$ cat src/usb_desc_pkg.sv
// shared types, descriptor layout, identity constants and string constants
package usb_desc_pkg;

    typedef logic [7:0]  rom_addr_t;   // byte address in descriptor store
    typedef logic [7:0]  desc_len_t;   // descriptor length or byte offset
    typedef logic [15:0] usb_id_t;     // vendor / product id
    typedef logic [7:0]  desc_byte_t;  // one descriptor byte

    // standard request wValue high byte codes
    typedef enum logic [7:0] {
        DT_DEVICE      = 8'd1,
        DT_CONFIG      = 8'd2,
        DT_STRING      = 8'd3,
        DT_QUALIFIER   = 8'd6,
        DT_OTHER_SPEED = 8'd7
    } desc_type_e;

    typedef struct packed {
        logic       valid;   // request strobe
        desc_type_e dtype;   // descriptor type
        logic [7:0] index;   // descriptor index
        desc_len_t  offset;  // byte within descriptor
    } desc_req_t;

    typedef struct packed {
        logic      valid;
        logic      hit;      // known descriptor, offset in range
        logic      last;     // final byte of descriptor
        rom_addr_t addr;     // store address of the byte
    } desc_loc_t;

    typedef struct packed {
        logic       valid;
        logic       hit;
        logic       last;
        desc_byte_t data;    // 0 on miss
    } desc_rsp_t;

    // identity
    localparam usb_id_t DEFAULT_VID  = 16'h33AA;
    localparam usb_id_t DEFAULT_PID  = 16'h0120;
    localparam usb_id_t VERSION_BCD  = 16'h0100;  // bcdDevice
    localparam usb_id_t LANG_ID_US   = 16'h0409;  // english (us)
    localparam bit      SELF_POWERED = 1'b0;
    localparam desc_byte_t MAX_PACKET0 = 8'd64;   // ep0 packet size

    // strings, ascii, first character in the top byte
    localparam int VENDOR_STR_LEN  = 5;
    localparam int PRODUCT_STR_LEN = 10;
    localparam int SERIAL_STR_LEN  = 4;
    localparam int MAX_STR_LEN     = 10;  // widest of the three
    localparam logic [8*VENDOR_STR_LEN-1:0]  VENDOR_STR  = "XXXXX";
    localparam logic [8*PRODUCT_STR_LEN-1:0] PRODUCT_STR = "USB Module";
    localparam logic [8*SERIAL_STR_LEN-1:0]  SERIAL_STR  = "0001";

    // store layout
    localparam rom_addr_t DEV_ADDR  = 8'd0;
    localparam desc_len_t DEV_LEN   = 8'd18;
    localparam rom_addr_t QUAL_ADDR = 8'd20;  // 2 pad bytes before
    localparam desc_len_t QUAL_LEN  = 8'd10;
    localparam rom_addr_t CFG_ADDR  = 8'd32;  // 2 pad bytes before
    localparam desc_len_t CFG_LEN   = 8'd55;  // cfg + 2 ifc + 4 ep

    localparam rom_addr_t STRLANG_ADDR = CFG_ADDR + CFG_LEN;
    localparam desc_len_t STRLANG_LEN  = 8'd4;

    localparam rom_addr_t STRVENDOR_ADDR = STRLANG_ADDR + STRLANG_LEN;
    localparam desc_len_t STRVENDOR_LEN  = desc_len_t'(2 + 2 * VENDOR_STR_LEN);

    localparam rom_addr_t STRPRODUCT_ADDR = STRVENDOR_ADDR + STRVENDOR_LEN;
    localparam desc_len_t STRPRODUCT_LEN  = desc_len_t'(2 + 2 * PRODUCT_STR_LEN);

    localparam rom_addr_t STRSERIAL_ADDR = STRPRODUCT_ADDR + STRPRODUCT_LEN;
    localparam desc_len_t STRSERIAL_LEN  = desc_len_t'(2 + 2 * SERIAL_STR_LEN);

    localparam rom_addr_t ROM_SIZE = STRSERIAL_ADDR + STRSERIAL_LEN;  // 135

endpackage

$ cat src/desc_locate.sv
// pipeline stage 1, type/index/offset to store address with hit and last flags
`timescale 1ns/10ps

module desc_locate
    import usb_desc_pkg::*;
(
    input  logic      CLK,
    input  logic      RESET,
    input  desc_req_t i_req,
    output desc_loc_t o_loc
);

    logic      known;     // type and index name a stored descriptor
    rom_addr_t base;
    desc_len_t len;
    logic      hit_c;
    logic      last_c;

    always_comb begin
        known = 1'b0;
        base  = '0;
        len   = '0;
        case (i_req.dtype)
            DT_DEVICE: begin
                if (i_req.index == 8'd0) begin
                    known = 1'b1;
                    base  = DEV_ADDR;
                    len   = DEV_LEN;
                end
            end
            DT_CONFIG: begin
                if (i_req.index == 8'd0) begin  // single configuration
                    known = 1'b1;
                    base  = CFG_ADDR;
                    len   = CFG_LEN;
                end
            end
            DT_QUALIFIER: begin
                if (i_req.index == 8'd0) begin
                    known = 1'b1;
                    base  = QUAL_ADDR;
                    len   = QUAL_LEN;
                end
            end
            DT_STRING: begin
                known = 1'b1;
                case (i_req.index)
                    8'd0: begin
                        base = STRLANG_ADDR;
                        len  = STRLANG_LEN;
                    end
                    8'd1: begin
                        base = STRVENDOR_ADDR;
                        len  = STRVENDOR_LEN;
                    end
                    8'd2: begin
                        base = STRPRODUCT_ADDR;
                        len  = STRPRODUCT_LEN;
                    end
                    8'd3: begin
                        base = STRSERIAL_ADDR;
                        len  = STRSERIAL_LEN;
                    end
                    default: known = 1'b0;  // no interface strings
                endcase
            end
            DT_OTHER_SPEED: known = 1'b0;   // hs only, no other-speed cfg
            default:        known = 1'b0;   // unknown type code
        endcase
    end

    assign hit_c  = i_req.valid && known && (i_req.offset < len);
    assign last_c = hit_c && (i_req.offset == desc_len_t'(len - 8'd1));

    always_ff @(posedge CLK or posedge RESET) begin
        if (RESET) begin
            o_loc <= '0;
        end else begin
            o_loc.valid <= i_req.valid;
            o_loc.hit   <= hit_c;
            o_loc.last  <= last_c;
            o_loc.addr  <= hit_c ? rom_addr_t'(base + i_req.offset) : '0;  // miss -> 0
        end
    end

    // every accepted byte lands inside the store
    assert property (@(posedge CLK) disable iff (RESET)
        o_loc.hit |-> (o_loc.addr < ROM_SIZE))
        else $error("desc_locate: hit address outside store");

endmodule

$ cat src/desc_id_select.sv
// registered choice between run-time and default vendor / product ids
`timescale 1ns/10ps

module desc_id_select
    import usb_desc_pkg::*;
(
    input  logic    CLK,
    input  logic    RESET,
    input  usb_id_t i_vid,
    input  usb_id_t i_pid,
    output usb_id_t o_vid,   // feeds idVendor
    output usb_id_t o_pid    // feeds idProduct
);

    logic vid_ok;  // input id neither all-0 nor all-1
    logic pid_ok;

    assign vid_ok = (i_vid != 16'h0000) && (i_vid != 16'hFFFF);
    assign pid_ok = (i_pid != 16'h0000) && (i_pid != 16'hFFFF);

    always_ff @(posedge CLK or posedge RESET) begin
        if (RESET) begin
            o_vid <= DEFAULT_VID;
            o_pid <= DEFAULT_PID;
        end else begin
            o_vid <= vid_ok ? i_vid : DEFAULT_VID;
            o_pid <= pid_ok ? i_pid : DEFAULT_PID;
        end
    end

endmodule

$ cat src/desc_static_rom.sv
// device, qualifier and hs configuration byte table with inserted ids
`timescale 1ns/10ps

module desc_static_rom
    import usb_desc_pkg::*;
(
    input  rom_addr_t  i_addr,
    input  usb_id_t    i_vid,
    input  usb_id_t    i_pid,
    output desc_byte_t o_data
);

    localparam desc_byte_t CFG_ATTR = SELF_POWERED ? 8'hC0 : 8'h80;

    // zero bytes and padding fall to the default
    always_comb begin
        o_data = 8'h00;
        case (i_addr)
            // device descriptor
            DEV_ADDR + 8'd0:  o_data = DEV_LEN;            // bLength
            DEV_ADDR + 8'd1:  o_data = 8'h01;              // device
            DEV_ADDR + 8'd3:  o_data = 8'h02;              // bcdUSB 2.00
            DEV_ADDR + 8'd7:  o_data = MAX_PACKET0;
            DEV_ADDR + 8'd8:  o_data = i_vid[7:0];         // idVendor
            DEV_ADDR + 8'd9:  o_data = i_vid[15:8];
            DEV_ADDR + 8'd10: o_data = i_pid[7:0];         // idProduct
            DEV_ADDR + 8'd11: o_data = i_pid[15:8];
            DEV_ADDR + 8'd12: o_data = VERSION_BCD[7:0];   // bcdDevice
            DEV_ADDR + 8'd13: o_data = VERSION_BCD[15:8];
            DEV_ADDR + 8'd14: o_data = 8'h01;              // iManufacturer
            DEV_ADDR + 8'd15: o_data = 8'h02;              // iProduct
            DEV_ADDR + 8'd16: o_data = 8'h03;              // iSerialNumber
            DEV_ADDR + 8'd17: o_data = 8'h01;              // one config
            // device qualifier
            QUAL_ADDR + 8'd0: o_data = QUAL_LEN;
            QUAL_ADDR + 8'd1: o_data = 8'h06;              // qualifier
            QUAL_ADDR + 8'd3: o_data = 8'h02;              // bcdUSB 2.00
            QUAL_ADDR + 8'd7: o_data = MAX_PACKET0;
            QUAL_ADDR + 8'd8: o_data = 8'h01;              // one config
            // configuration header
            CFG_ADDR + 8'd0:  o_data = 8'h09;
            CFG_ADDR + 8'd1:  o_data = 8'h02;              // configuration
            CFG_ADDR + 8'd2:  o_data = CFG_LEN;            // wTotalLength lo, hi = 0
            CFG_ADDR + 8'd4:  o_data = 8'h02;              // two interfaces
            CFG_ADDR + 8'd5:  o_data = 8'h01;              // bConfigurationValue
            CFG_ADDR + 8'd7:  o_data = CFG_ATTR;
            CFG_ADDR + 8'd8:  o_data = 8'hFA;              // 500 mA
            // interface 0, cdc acm
            CFG_ADDR + 8'd9:  o_data = 8'h09;
            CFG_ADDR + 8'd10: o_data = 8'h04;              // interface
            CFG_ADDR + 8'd13: o_data = 8'h02;              // two endpoints
            CFG_ADDR + 8'd14: o_data = 8'h02;              // class cdc
            CFG_ADDR + 8'd15: o_data = 8'h02;              // subclass acm
            // ep 2 in, bulk 512
            CFG_ADDR + 8'd18: o_data = 8'h07;
            CFG_ADDR + 8'd19: o_data = 8'h05;              // endpoint
            CFG_ADDR + 8'd20: o_data = 8'h82;
            CFG_ADDR + 8'd21: o_data = 8'h02;              // bulk
            CFG_ADDR + 8'd23: o_data = 8'h02;              // 0x0200
            // ep 2 out, bulk 512
            CFG_ADDR + 8'd25: o_data = 8'h07;
            CFG_ADDR + 8'd26: o_data = 8'h05;
            CFG_ADDR + 8'd27: o_data = 8'h02;
            CFG_ADDR + 8'd28: o_data = 8'h02;
            CFG_ADDR + 8'd30: o_data = 8'h02;
            // interface 1, msc bulk-only scsi
            CFG_ADDR + 8'd32: o_data = 8'h09;
            CFG_ADDR + 8'd33: o_data = 8'h04;
            CFG_ADDR + 8'd34: o_data = 8'h01;              // bInterfaceNumber
            CFG_ADDR + 8'd36: o_data = 8'h02;              // two endpoints
            CFG_ADDR + 8'd37: o_data = 8'h08;              // class msc
            CFG_ADDR + 8'd38: o_data = 8'h06;              // scsi transparent
            CFG_ADDR + 8'd39: o_data = 8'h50;              // bulk-only
            // ep 1 in, bulk 512
            CFG_ADDR + 8'd41: o_data = 8'h07;
            CFG_ADDR + 8'd42: o_data = 8'h05;
            CFG_ADDR + 8'd43: o_data = 8'h81;
            CFG_ADDR + 8'd44: o_data = 8'h02;
            CFG_ADDR + 8'd46: o_data = 8'h02;
            // ep 1 out, bulk 512
            CFG_ADDR + 8'd48: o_data = 8'h07;
            CFG_ADDR + 8'd49: o_data = 8'h05;
            CFG_ADDR + 8'd50: o_data = 8'h01;
            CFG_ADDR + 8'd51: o_data = 8'h02;
            CFG_ADDR + 8'd53: o_data = 8'h02;
            default:          o_data = 8'h00;
        endcase
    end

endmodule

$ cat src/desc_string_rom.sv
// language descriptor and utf-16le vendor, product, serial string bytes
`timescale 1ns/10ps

module desc_string_rom
    import usb_desc_pkg::*;
(
    input  rom_addr_t  i_addr,
    output desc_byte_t o_data
);

    // byte at offset off of a string descriptor, str right aligned
    function automatic desc_byte_t str_byte(
        input desc_len_t                    off,
        input logic [8*MAX_STR_LEN-1:0]     str,
        input int                           len
    );
        int ci;
        ci = int'(off >> 1) - 1;                     // character index
        if (off == 8'd0) begin
            return desc_byte_t'(2 + 2 * len);       // bLength
        end else if (off == 8'd1) begin
            return 8'h03;                           // string type
        end else if (off[0]) begin
            return 8'h00;                           // utf-16 high byte
        end else begin
            return str[(len - 1 - ci) * 8 +: 8];    // ascii char
        end
    endfunction

    always_comb begin
        o_data = 8'h00;
        if (i_addr >= STRLANG_ADDR && i_addr < STRVENDOR_ADDR) begin
            case (2'(i_addr - STRLANG_ADDR))
                2'd0: o_data = STRLANG_LEN;
                2'd1: o_data = 8'h03;
                2'd2: o_data = LANG_ID_US[7:0];     // 0x0409 lo first
                2'd3: o_data = LANG_ID_US[15:8];
                default: o_data = 8'h00;
            endcase
        end else if (i_addr >= STRVENDOR_ADDR && i_addr < STRPRODUCT_ADDR) begin
            o_data = str_byte(desc_len_t'(i_addr - STRVENDOR_ADDR), VENDOR_STR,
                              VENDOR_STR_LEN);
        end else if (i_addr >= STRPRODUCT_ADDR && i_addr < STRSERIAL_ADDR) begin
            o_data = str_byte(desc_len_t'(i_addr - STRPRODUCT_ADDR), PRODUCT_STR,
                              PRODUCT_STR_LEN);
        end else if (i_addr >= STRSERIAL_ADDR && i_addr < ROM_SIZE) begin
            o_data = str_byte(desc_len_t'(i_addr - STRSERIAL_ADDR), SERIAL_STR,
                              SERIAL_STR_LEN);
        end
    end

endmodule

$ cat src/desc_fetch.sv
// pipeline stage 2, content source select and registered response
`timescale 1ns/10ps

module desc_fetch
    import usb_desc_pkg::*;
(
    input  logic       CLK,
    input  logic       RESET,
    input  desc_loc_t  i_loc,
    input  desc_byte_t i_static_data,  // device / qualifier / config
    input  desc_byte_t i_string_data,  // string descriptors
    output desc_rsp_t  o_rsp
);

    desc_byte_t data_c;

    // strings sit above the static block in the store
    always_comb begin
        if (!i_loc.hit) begin
            data_c = 8'h00;                 // miss reads 0
        end else if (i_loc.addr >= STRLANG_ADDR) begin
            data_c = i_string_data;
        end else begin
            data_c = i_static_data;
        end
    end

    always_ff @(posedge CLK or posedge RESET) begin
        if (RESET) begin
            o_rsp <= '0;
        end else begin
            o_rsp.valid <= i_loc.valid;
            o_rsp.hit   <= i_loc.hit;
            o_rsp.last  <= i_loc.last;
            o_rsp.data  <= data_c;
        end
    end

    // hit is built upstream in desc_locate, never without a request
    assert property (@(posedge CLK) disable iff (RESET)
        o_rsp.hit |-> o_rsp.valid)
        else $error("desc_fetch: response hit without valid");

endmodule

$ cat src/usb_desc_top.sv
// descriptor store top level, two-stage lookup pipeline plus content sources
`timescale 1ns/10ps

module usb_desc_top
    import usb_desc_pkg::*;
(
    input  logic      CLK,
    input  logic      RESET,
    input  desc_req_t i_req,   // one request per cycle max
    input  usb_id_t   i_vid,   // run-time vid, 0000/ffff = default
    input  usb_id_t   i_pid,   // run-time pid, 0000/ffff = default
    output desc_rsp_t o_rsp    // two cycles after request
);

    desc_loc_t  loc;            // stage 1 -> stage 2
    usb_id_t    vid_sel;
    usb_id_t    pid_sel;
    desc_byte_t static_data;
    desc_byte_t string_data;

    desc_locate u_locate (
        .CLK   (CLK),
        .RESET (RESET),
        .i_req (i_req),
        .o_loc (loc)
    );

    desc_id_select u_id_select (
        .CLK   (CLK),
        .RESET (RESET),
        .i_vid (i_vid),
        .i_pid (i_pid),
        .o_vid (vid_sel),
        .o_pid (pid_sel)
    );

    desc_static_rom u_static_rom (
        .i_addr (loc.addr),
        .i_vid  (vid_sel),
        .i_pid  (pid_sel),
        .o_data (static_data)
    );

    desc_string_rom u_string_rom (
        .i_addr (loc.addr),
        .o_data (string_data)
    );

    desc_fetch u_fetch (
        .CLK           (CLK),
        .RESET         (RESET),
        .i_loc         (loc),
        .i_static_data (static_data),
        .i_string_data (string_data),
        .o_rsp         (o_rsp)
    );

endmodule

$ cat config.mk
export PLATFORM = sky130hd
export DESIGN_NAME = usb_desc_top
export DESIGN_NICKNAME = d
export VERILOG_FILES = /design/src/usb_desc_pkg.sv /design/src/desc_locate.sv /design/src/desc_id_select.sv /design/src/desc_static_rom.sv /design/src/desc_string_rom.sv /design/src/desc_fetch.sv /design/src/usb_desc_top.sv
export SDC_FILE = /design/constraint.sdc
export NUM_CORES = 1
export LEC_CHECK = 0
export ABC_AREA = 0
export BUFFER_PORTS_ARGS = -buffer_cell sky130_fd_sc_hd__buf_2
export CAP_MARGIN = 40
export CORE_AREA = 2 2 101 176
export DETAILED_ROUTE_END_ITERATION = 6
export DIE_AREA = 0 0 103 178
export PLACE_DENSITY_LB_ADDON = 0.1
export SLEW_MARGIN = 20
export SYNTH_ARGS = -nofsm -noshare
export SYNTH_HDL_FRONTEND = slang
export SYNTH_SLANG_ARGS = --single-unit
$ cat constraint.sdc
create_clock -name CLK -period 7.2 [get_ports CLK]
set_input_delay 0.72 -clock CLK [delete_from_list [all_inputs] [get_ports CLK]]
set_output_delay 0.72 -clock CLK [all_outputs]
set_load 0.02 [all_outputs]
=== Yosys cells after proc, flatten, opt, wreduce, memory -nomap -nowiden ===
Index checks and enable logic that the tools add are counted.

* Word-level logic and storage cells: 166
* Register bits after elaboration: 54
* Input bits: 59

* Equality and inequality tests: 72
* Order comparisons: 9
* Add/subtract/negate cells: 12
* Shifts and indexed selects: 3
* Mux-type cells: 32
* Reduce and logical (&&, ||, !) cells: 28

{| class="wikitable"
|+ Operator list
! cell !! count
|-
| $shiftx A80 B32 Y8 const A || 3
|-
| $eq A8 B6 Y1 const B || 22
|-
| $pmux W8 S22 || 1
|-
| $eq A8 B7 Y1 const B || 17
|-
| $mux W8 || 16
|-
| $eq A8 B4 Y1 const B || 7
|-
| $eq A8 B5 Y1 const B || 7
|-
| $eq A8 B1 Y1 const B || 6
|-
| $pmux W8 S3 || 2
|-
| $eq A8 B2 Y1 const B || 5
|-
| $logic_not A8 Y1 || 5
|-
| $ge A8 B7 Y1 const B || 4
|-
| $mux W16 || 2
|-
| $ne A16 B16 Y1 const B || 2
|-
| $pmux W8 S4 || 1
|-
| $reduce_bool A16 Y1 || 2
|-
| $sub A3 B29 Y29 const A || 1
|-
| $sub A4 B29 Y29 const A || 1
|-
| $sub A5 B29 Y29 const A || 1
|-
| $pmux W7 S4 || 1
|-
| $lt A8 B7 Y1 const B || 3
|-
| $sub A7 B1 Y8 const B || 3
|-
| $sub A8 B7 Y8 const B || 3
|-
| $pmux W5 S4 || 1
|-
| other kinds (21) || 40
|}

=== Depth between registers and ports, before layout ===
* Word-level depth: 13
* Gate-level depth with buffers: 16
* Mapped depth without buffers: 15

=== Modules after synthesis ===
Synthesis repeated with hierarchy kept, for this count alone.

* Cells, all modules: 656
* Area, all modules: 5,544.1 µm²

{| class="wikitable"
|+ Modules (own cells, without submodules)
! module !! instances !! cells an instance !! area each (µm²)
|-
| desc_string_rom || 1 || 255 || 1,845.5
|-
| desc_id_select || 1 || 92 || 1,217.4
|-
| desc_locate || 1 || 124 || 1,087.3
|-
| desc_static_rom || 1 || 141 || 920.9
|-
| desc_fetch || 1 || 44 || 473.0
|}

=== Least setup slack after synthesis ===
OpenSTA, ideal clock, no wires.

* Path type: register to register
* From: register u_locate.o_loc[0] (netlist name)
* To: register u_fetch.o_rsp[1] (netlist name)
* Cell stages (with the launch flop): 17
* Path slack: 3,284 ps
* Data required time: 7,089 ps
* Library setup time: 111 ps
* Arrival time: 3,805 ps
* Buffers on the path: 2
* Cells stage by stage: dfrtp_1 -> buf_2 -> inv_1 -> ha_1 -> buf_1 -> inv_1 -> ha_1 -> xor2_1 -> xnor2_1 -> ha_1 -> inv_1 -> a22oi_1 -> o22ai_2 -> o21a_1 -> nor4_4 -> a211oi_1 -> a2111oi_2

* Word-level cells in the longest chain between the ends: 13

{| class="wikitable"
|+ Ends and longest elaborated chain
! what !! RTL line !! RTL
|-
| from (decl) || desc_locate.sv:10 || <nowiki>output desc_loc_t o_loc</nowiki>
|-
| $sub A8 B7 Y8 || desc_string_rom.sv:47 || <nowiki>o_data = str_byte(desc_len_t'(i_addr - STRSERIAL_ADDR), SERIAL_STR,</nowiki>
|-
| $sub A7 B1 Y8 || desc_string_rom.sv:18 || <nowiki>ci = int'(off >> 1) - 1;</nowiki>
|-
| $sub A3 B29 Y29 || desc_string_rom.sv:26 || <nowiki>return str[(len - 1 - ci) * 8 +: 8];</nowiki>
|-
| $shiftx A80 B32 Y8 || desc_string_rom.sv:26 ||
|-
| $mux W8 || desc_string_rom.sv:23 || <nowiki>end else if (off[0]) begin</nowiki>
|-
| $mux W8 || desc_string_rom.sv:21 || <nowiki>end else if (off == 8'd1) begin</nowiki>
|-
| $mux W8 || desc_string_rom.sv:19 || <nowiki>if (off == 8'd0) begin</nowiki>
|-
| $mux W8 || desc_string_rom.sv:46 || <nowiki>end else if (i_addr >= STRSERIAL_ADDR && i_addr < ROM_SIZE) begin</nowiki>
|-
| $mux W8 || desc_string_rom.sv:43 || <nowiki>end else if (i_addr >= STRPRODUCT_ADDR && i_addr < STRSERIAL_ADDR) begin</nowiki>
|-
| $mux W8 || desc_string_rom.sv:40 || <nowiki>end else if (i_addr >= STRVENDOR_ADDR && i_addr < STRPRODUCT_ADDR) begin</nowiki>
|-
| $mux W8 || desc_string_rom.sv:32 || <nowiki>if (i_addr >= STRLANG_ADDR && i_addr < STRVENDOR_ADDR) begin</nowiki>
|-
| $mux W8 (*) || desc_fetch.sv:21 || <nowiki>end else if (i_loc.addr >= STRLANG_ADDR) begin</nowiki>
|-
| $mux W8 (*) || desc_fetch.sv:19 || <nowiki>if (!i_loc.hit) begin</nowiki>
|-
| via u_fetch.data_c[1] || desc_fetch.sv:15 || <nowiki>desc_byte_t data_c;</nowiki>
|}

Mark *: on every way through the listed nets, which the timed path passes. The rest lies on a longest branch. The select of a mux whose other input is x is not followed.

=== Worst setup path in the final report ===
* From: register u_locate.o_loc[0] (netlist name)
* To: register u_fetch.o_rsp[1] (netlist name)

* Word-level cells in the longest chain between the ends: 13

{| class="wikitable"
|+ Ends and longest elaborated chain
! what !! RTL line
|-
| $sub A8 B7 Y8 || desc_string_rom.sv:47
|-
| $sub A7 B1 Y8 || desc_string_rom.sv:18
|-
| $sub A3 B29 Y29 || desc_string_rom.sv:26
|-
| $shiftx A80 B32 Y8 || desc_string_rom.sv:26
|-
| $mux W8 || desc_string_rom.sv:23
|-
| $mux W8 || desc_string_rom.sv:21
|-
| $mux W8 || desc_string_rom.sv:19
|-
| $mux W8 || desc_string_rom.sv:46
|-
| $mux W8 || desc_string_rom.sv:43
|-
| $mux W8 || desc_string_rom.sv:40
|-
| $mux W8 || desc_string_rom.sv:32
|-
| $mux W8 (*) || desc_fetch.sv:21
|-
| $mux W8 (*) || desc_fetch.sv:19
|-
| via u_fetch.data_c[1] || desc_fetch.sv:15
|}

Marks and branches as above.

==> impl_metrics.tcl <==
set metrics [dict create \
    fmax_mhz 221 \
    final_util 0.337 \
    clock_latency_ns 0.30 \
    hold_buffers 0 \
    overflow 0 \
    async_reset_ff_frac 1.00 \
    io_buffer_count 69 \
    drt_iter0_drc 308 \
    cts_buffer_depth 2 \
    drive_gt1_frac 0.173 \
    multiInputGateArea_mm2 0.00336 \
    cp_max_fo 16 \
    cts_resized 0 \
    r2r-end "u_fetch.o_rsp[1]$_DFF_PP0_" \
    rsz0062_at_grt "no" \
    hold_violations 0 \
    drt_drc_violations_left 0 \
    grt_pass1_vias 4974 \
    grt_max_degree 55 \
    netlist_area_mm2 0.00499 \
    status "complete, no violations" \
    drtAntennaViolNets 0 \
    worstMarginPinSlew_ns 0.933 \
    hpwl_um 13700 \
    antenna_found_initial 0 \
    hp-class "reg2reg" \
    wl_um 17100 \
    htreeDepth 2 \
    synth-edff-count 0 \
    hold_end "u_fetch.o_rsp[8]$_DFF_PP0_" \
    syn2layout_area_growth_pct 14.0 \
    hold_path_startpoint "u_locate.o_loc[8]$_DFF_PP0_" \
    finalClockSkew_ns 0.00758 \
    avgSynthCellArea_um2 8.16 \
    synth_top_area_frac 0.221 \
    hold_depth 0 \
    rows 63 \
    cp-end-kind "flop" \
    dr.pass1.iters 5 \
    reg2regPathDepth 14 \
    yosysWarnings 0 \
    initial_core_util 0.296 \
    die_h_um 178 \
    vias 4935 \
    synth.yosys.seq_area_share 0.273 \
    fillers 1840 \
    syn_inst 611 \
    synth-seq-cells 54 \
    finalCritPeriodShare 0.629 \
    diodes 0 \
    finalSetupViolCount 0 \
    fp.dieW_um 103 \
    final-seq-area_mm2 0.00136 \
    io_pins 70 \
    fin_tns_setup_ns 0 \
    maxSlewViolCount 0 \
    nets 744 \
    p_per_area_mw_per_mm2 117 \
    clk_pin_slew_worst_paths_ns 0.07 \
    relSlewSlack 0.362 \
    routabilityCongestion 0.886 \
    cp.arrival_ns 4.73 \
    r2r-start "u_locate.o_loc[0]$_DFF_PP0_" \
    crit_required_ns 7.40 \
    synth_fp_nets 698 \
    synthDistinctLibCells 79 \
    post_cts_buffers 0 \
    wire_per_inst_um 19.3 \
    cts_tree "yes" \
    p_leak_nw 2.30 \
    fin_crit_ns 4.53 \
    maxCapViolCount 0 \
    vias_per_cell 5.58 \
    grtUsageTotal 0.192 \
    vdd_ir_drop_max_mv 0.0854 \
    grt_pass1_wl_um 26800 \
    worst_setup_path_start_kind "flop" \
    synth-main-ff-cell "dfrtp_1" \
    reg2reg_slack_ns 2.67 \
    cts_buffers 5 \
    core_mm2 0.0169 \
    yosys-top-cells-area "dfrtp_1 22%, ha_1 6.8%, dfstp_2 5.3%" \
    cts-root-buf "clkbuf_16" \
    dieArea_mm2 0.0183 \
    critPathKind "reg2reg" \
    cts_num_sinks 54 \
    yosys.area.top_type "dfrtp_1" \
]
==> worst max-delay path by stage <==
stage,from,to,slack (ns),cells past startpoint
2_1_floorplan,u_locate.o_loc[0]$_DFF_PP0_,u_fetch.o_rsp[1]$_DFF_PP0_,3.28,16
3_3_place_gp,u_locate.o_loc[0]$_DFF_PP0_,u_fetch.o_rsp[1]$_DFF_PP0_,2.89,14
3_5_place_dp,u_locate.o_loc[0]$_DFF_PP0_,u_fetch.o_rsp[1]$_DFF_PP0_,2.73,14
4_1_cts,u_locate.o_loc[0]$_DFF_PP0_,u_fetch.o_rsp[1]$_DFF_PP0_,2.72,14
5_1_grt,u_locate.o_loc[0]$_DFF_PP0_,u_fetch.o_rsp[1]$_DFF_PP0_,2.29,14
6_report,u_locate.o_loc[0]$_DFF_PP0_,u_fetch.o_rsp[1]$_DFF_PP0_,2.67,14
==> flip-flops by register name, summed over array words and instances, names as in the netlist <==
register	flops
u_fetch.o_rsp	11
u_locate.o_loc	11
u_id_select.o_pid	16
u_id_select.o_vid	16
==> cell usage in the layout, fill, tap and decap left out, types with 19 or more instances in the layout <==
cell      n
a21oi_1  26
inv_1    21
ha_1     27
and2_1   28
dfrtp_1  44
nor2_1   44
nor3_1   21
buf_2    72
o21ai_0  27
xnor2_1  27
nand2_1  49
nor4_1   19
==> metrics by stage <==
stage	power (W)	hold slack, ns	std cells	worst slack (ns)	area [um2]
4_1_cts	0.000674	0.351	885	2.72	5690
5_1_grt	0.000692	0.358	885	2.29	5690
6_report	0.000663	0.349	885	2.67	5690
3_5_place_dp	0.000383	0.336	877	2.73	5510
2_1_floorplan	0.000351	0.331	611	3.28	4990
3_3_place_gp	0.000382	0.333	873	2.89	5490
==> metal layers <==
| layer | part of all wire | track usage | up-vias |
|---|---|---|---|
| met5 | 0 | 0 | - |
| met4 | 0.079 | 0.143 | 0 |
| met3 | 0.032 | 0.0145 | 58 |
| met2 | 0.54 | 0.354 | 168 |
| met1 | 0.34 | 0.195 | 2347 |
| li1 | - | - | 2362 |
==> area by class of cell <==
class                   count  area share
multi-input cells         494       0.592
repair buffers             79      0.0720
clock inverters             2     0.00682
clock buffers               6      0.0244
well taps                 227      0.0500
flip-flops and latches     54       0.240
inverters                  23      0.0152
==> cell families (layout without fill, tap and decap cells) <==
| logic type | count (synthesis) | count (layout) | share of synthesized area |
|---|---|---|---|
| xor gates and xnor gates | 38 | 38 | 0.0710 |
| buffers and inverters | 63 | 110 | 0.0522 |
| AOI/OAI and AO/OA | 163 | 163 | 0.240 |
| and+or+nand+nor | 259 | 259 | 0.279 |
| muxes | 5 | 5 | 0.0105 |
| adders and majority gates | 29 | 29 | 0.0738 |
| DFF | 54 | 54 | 0.273 |
==> cell usage after synthesis, types with 7 or more instances <==
cell,count
nand2_1,49
dfrtp_1,44
nor2_1,44
and2_1,28
ha_1,27
o21ai_0,27
xnor2_1,27
a21oi_1,26
inv_1,22
clkbuf_1,21
nor3_1,21
nor4_1,19
nand2b_1,18
nand3_1,18
buf_2,13
or3_1,13
nand4_1,12
dfstp_2,10
nor2b_1,10
o22ai_1,10
a21o_1,9
xor2_1,9
a31oi_1,8
a211oi_1,7
==> report_power, final <==
part	total (W)	switching, W	internal, W
logic	0.0000580	0.0000323	0.0000257
registers	0.000318	0.00000299	0.000315
clock network	0.000287	0.000112	0.000175
==> critical path: stages, from the launching register on <==
cell       delay (ns)
dfrtp_1          0.67
inv_1            0.25
ha_1             0.70
inv_1            0.29
ha_1             0.30
xor2_1           0.16
xnor2_1          0.21
ha_1             0.25
inv_1            0.08
a22oi_1          0.21
o22ai_2          0.11
o21a_1           0.22
nor4_4           0.44
a211oi_1         0.16
a2111oi_2        0.36
Power figures use the tool's default switching activity.
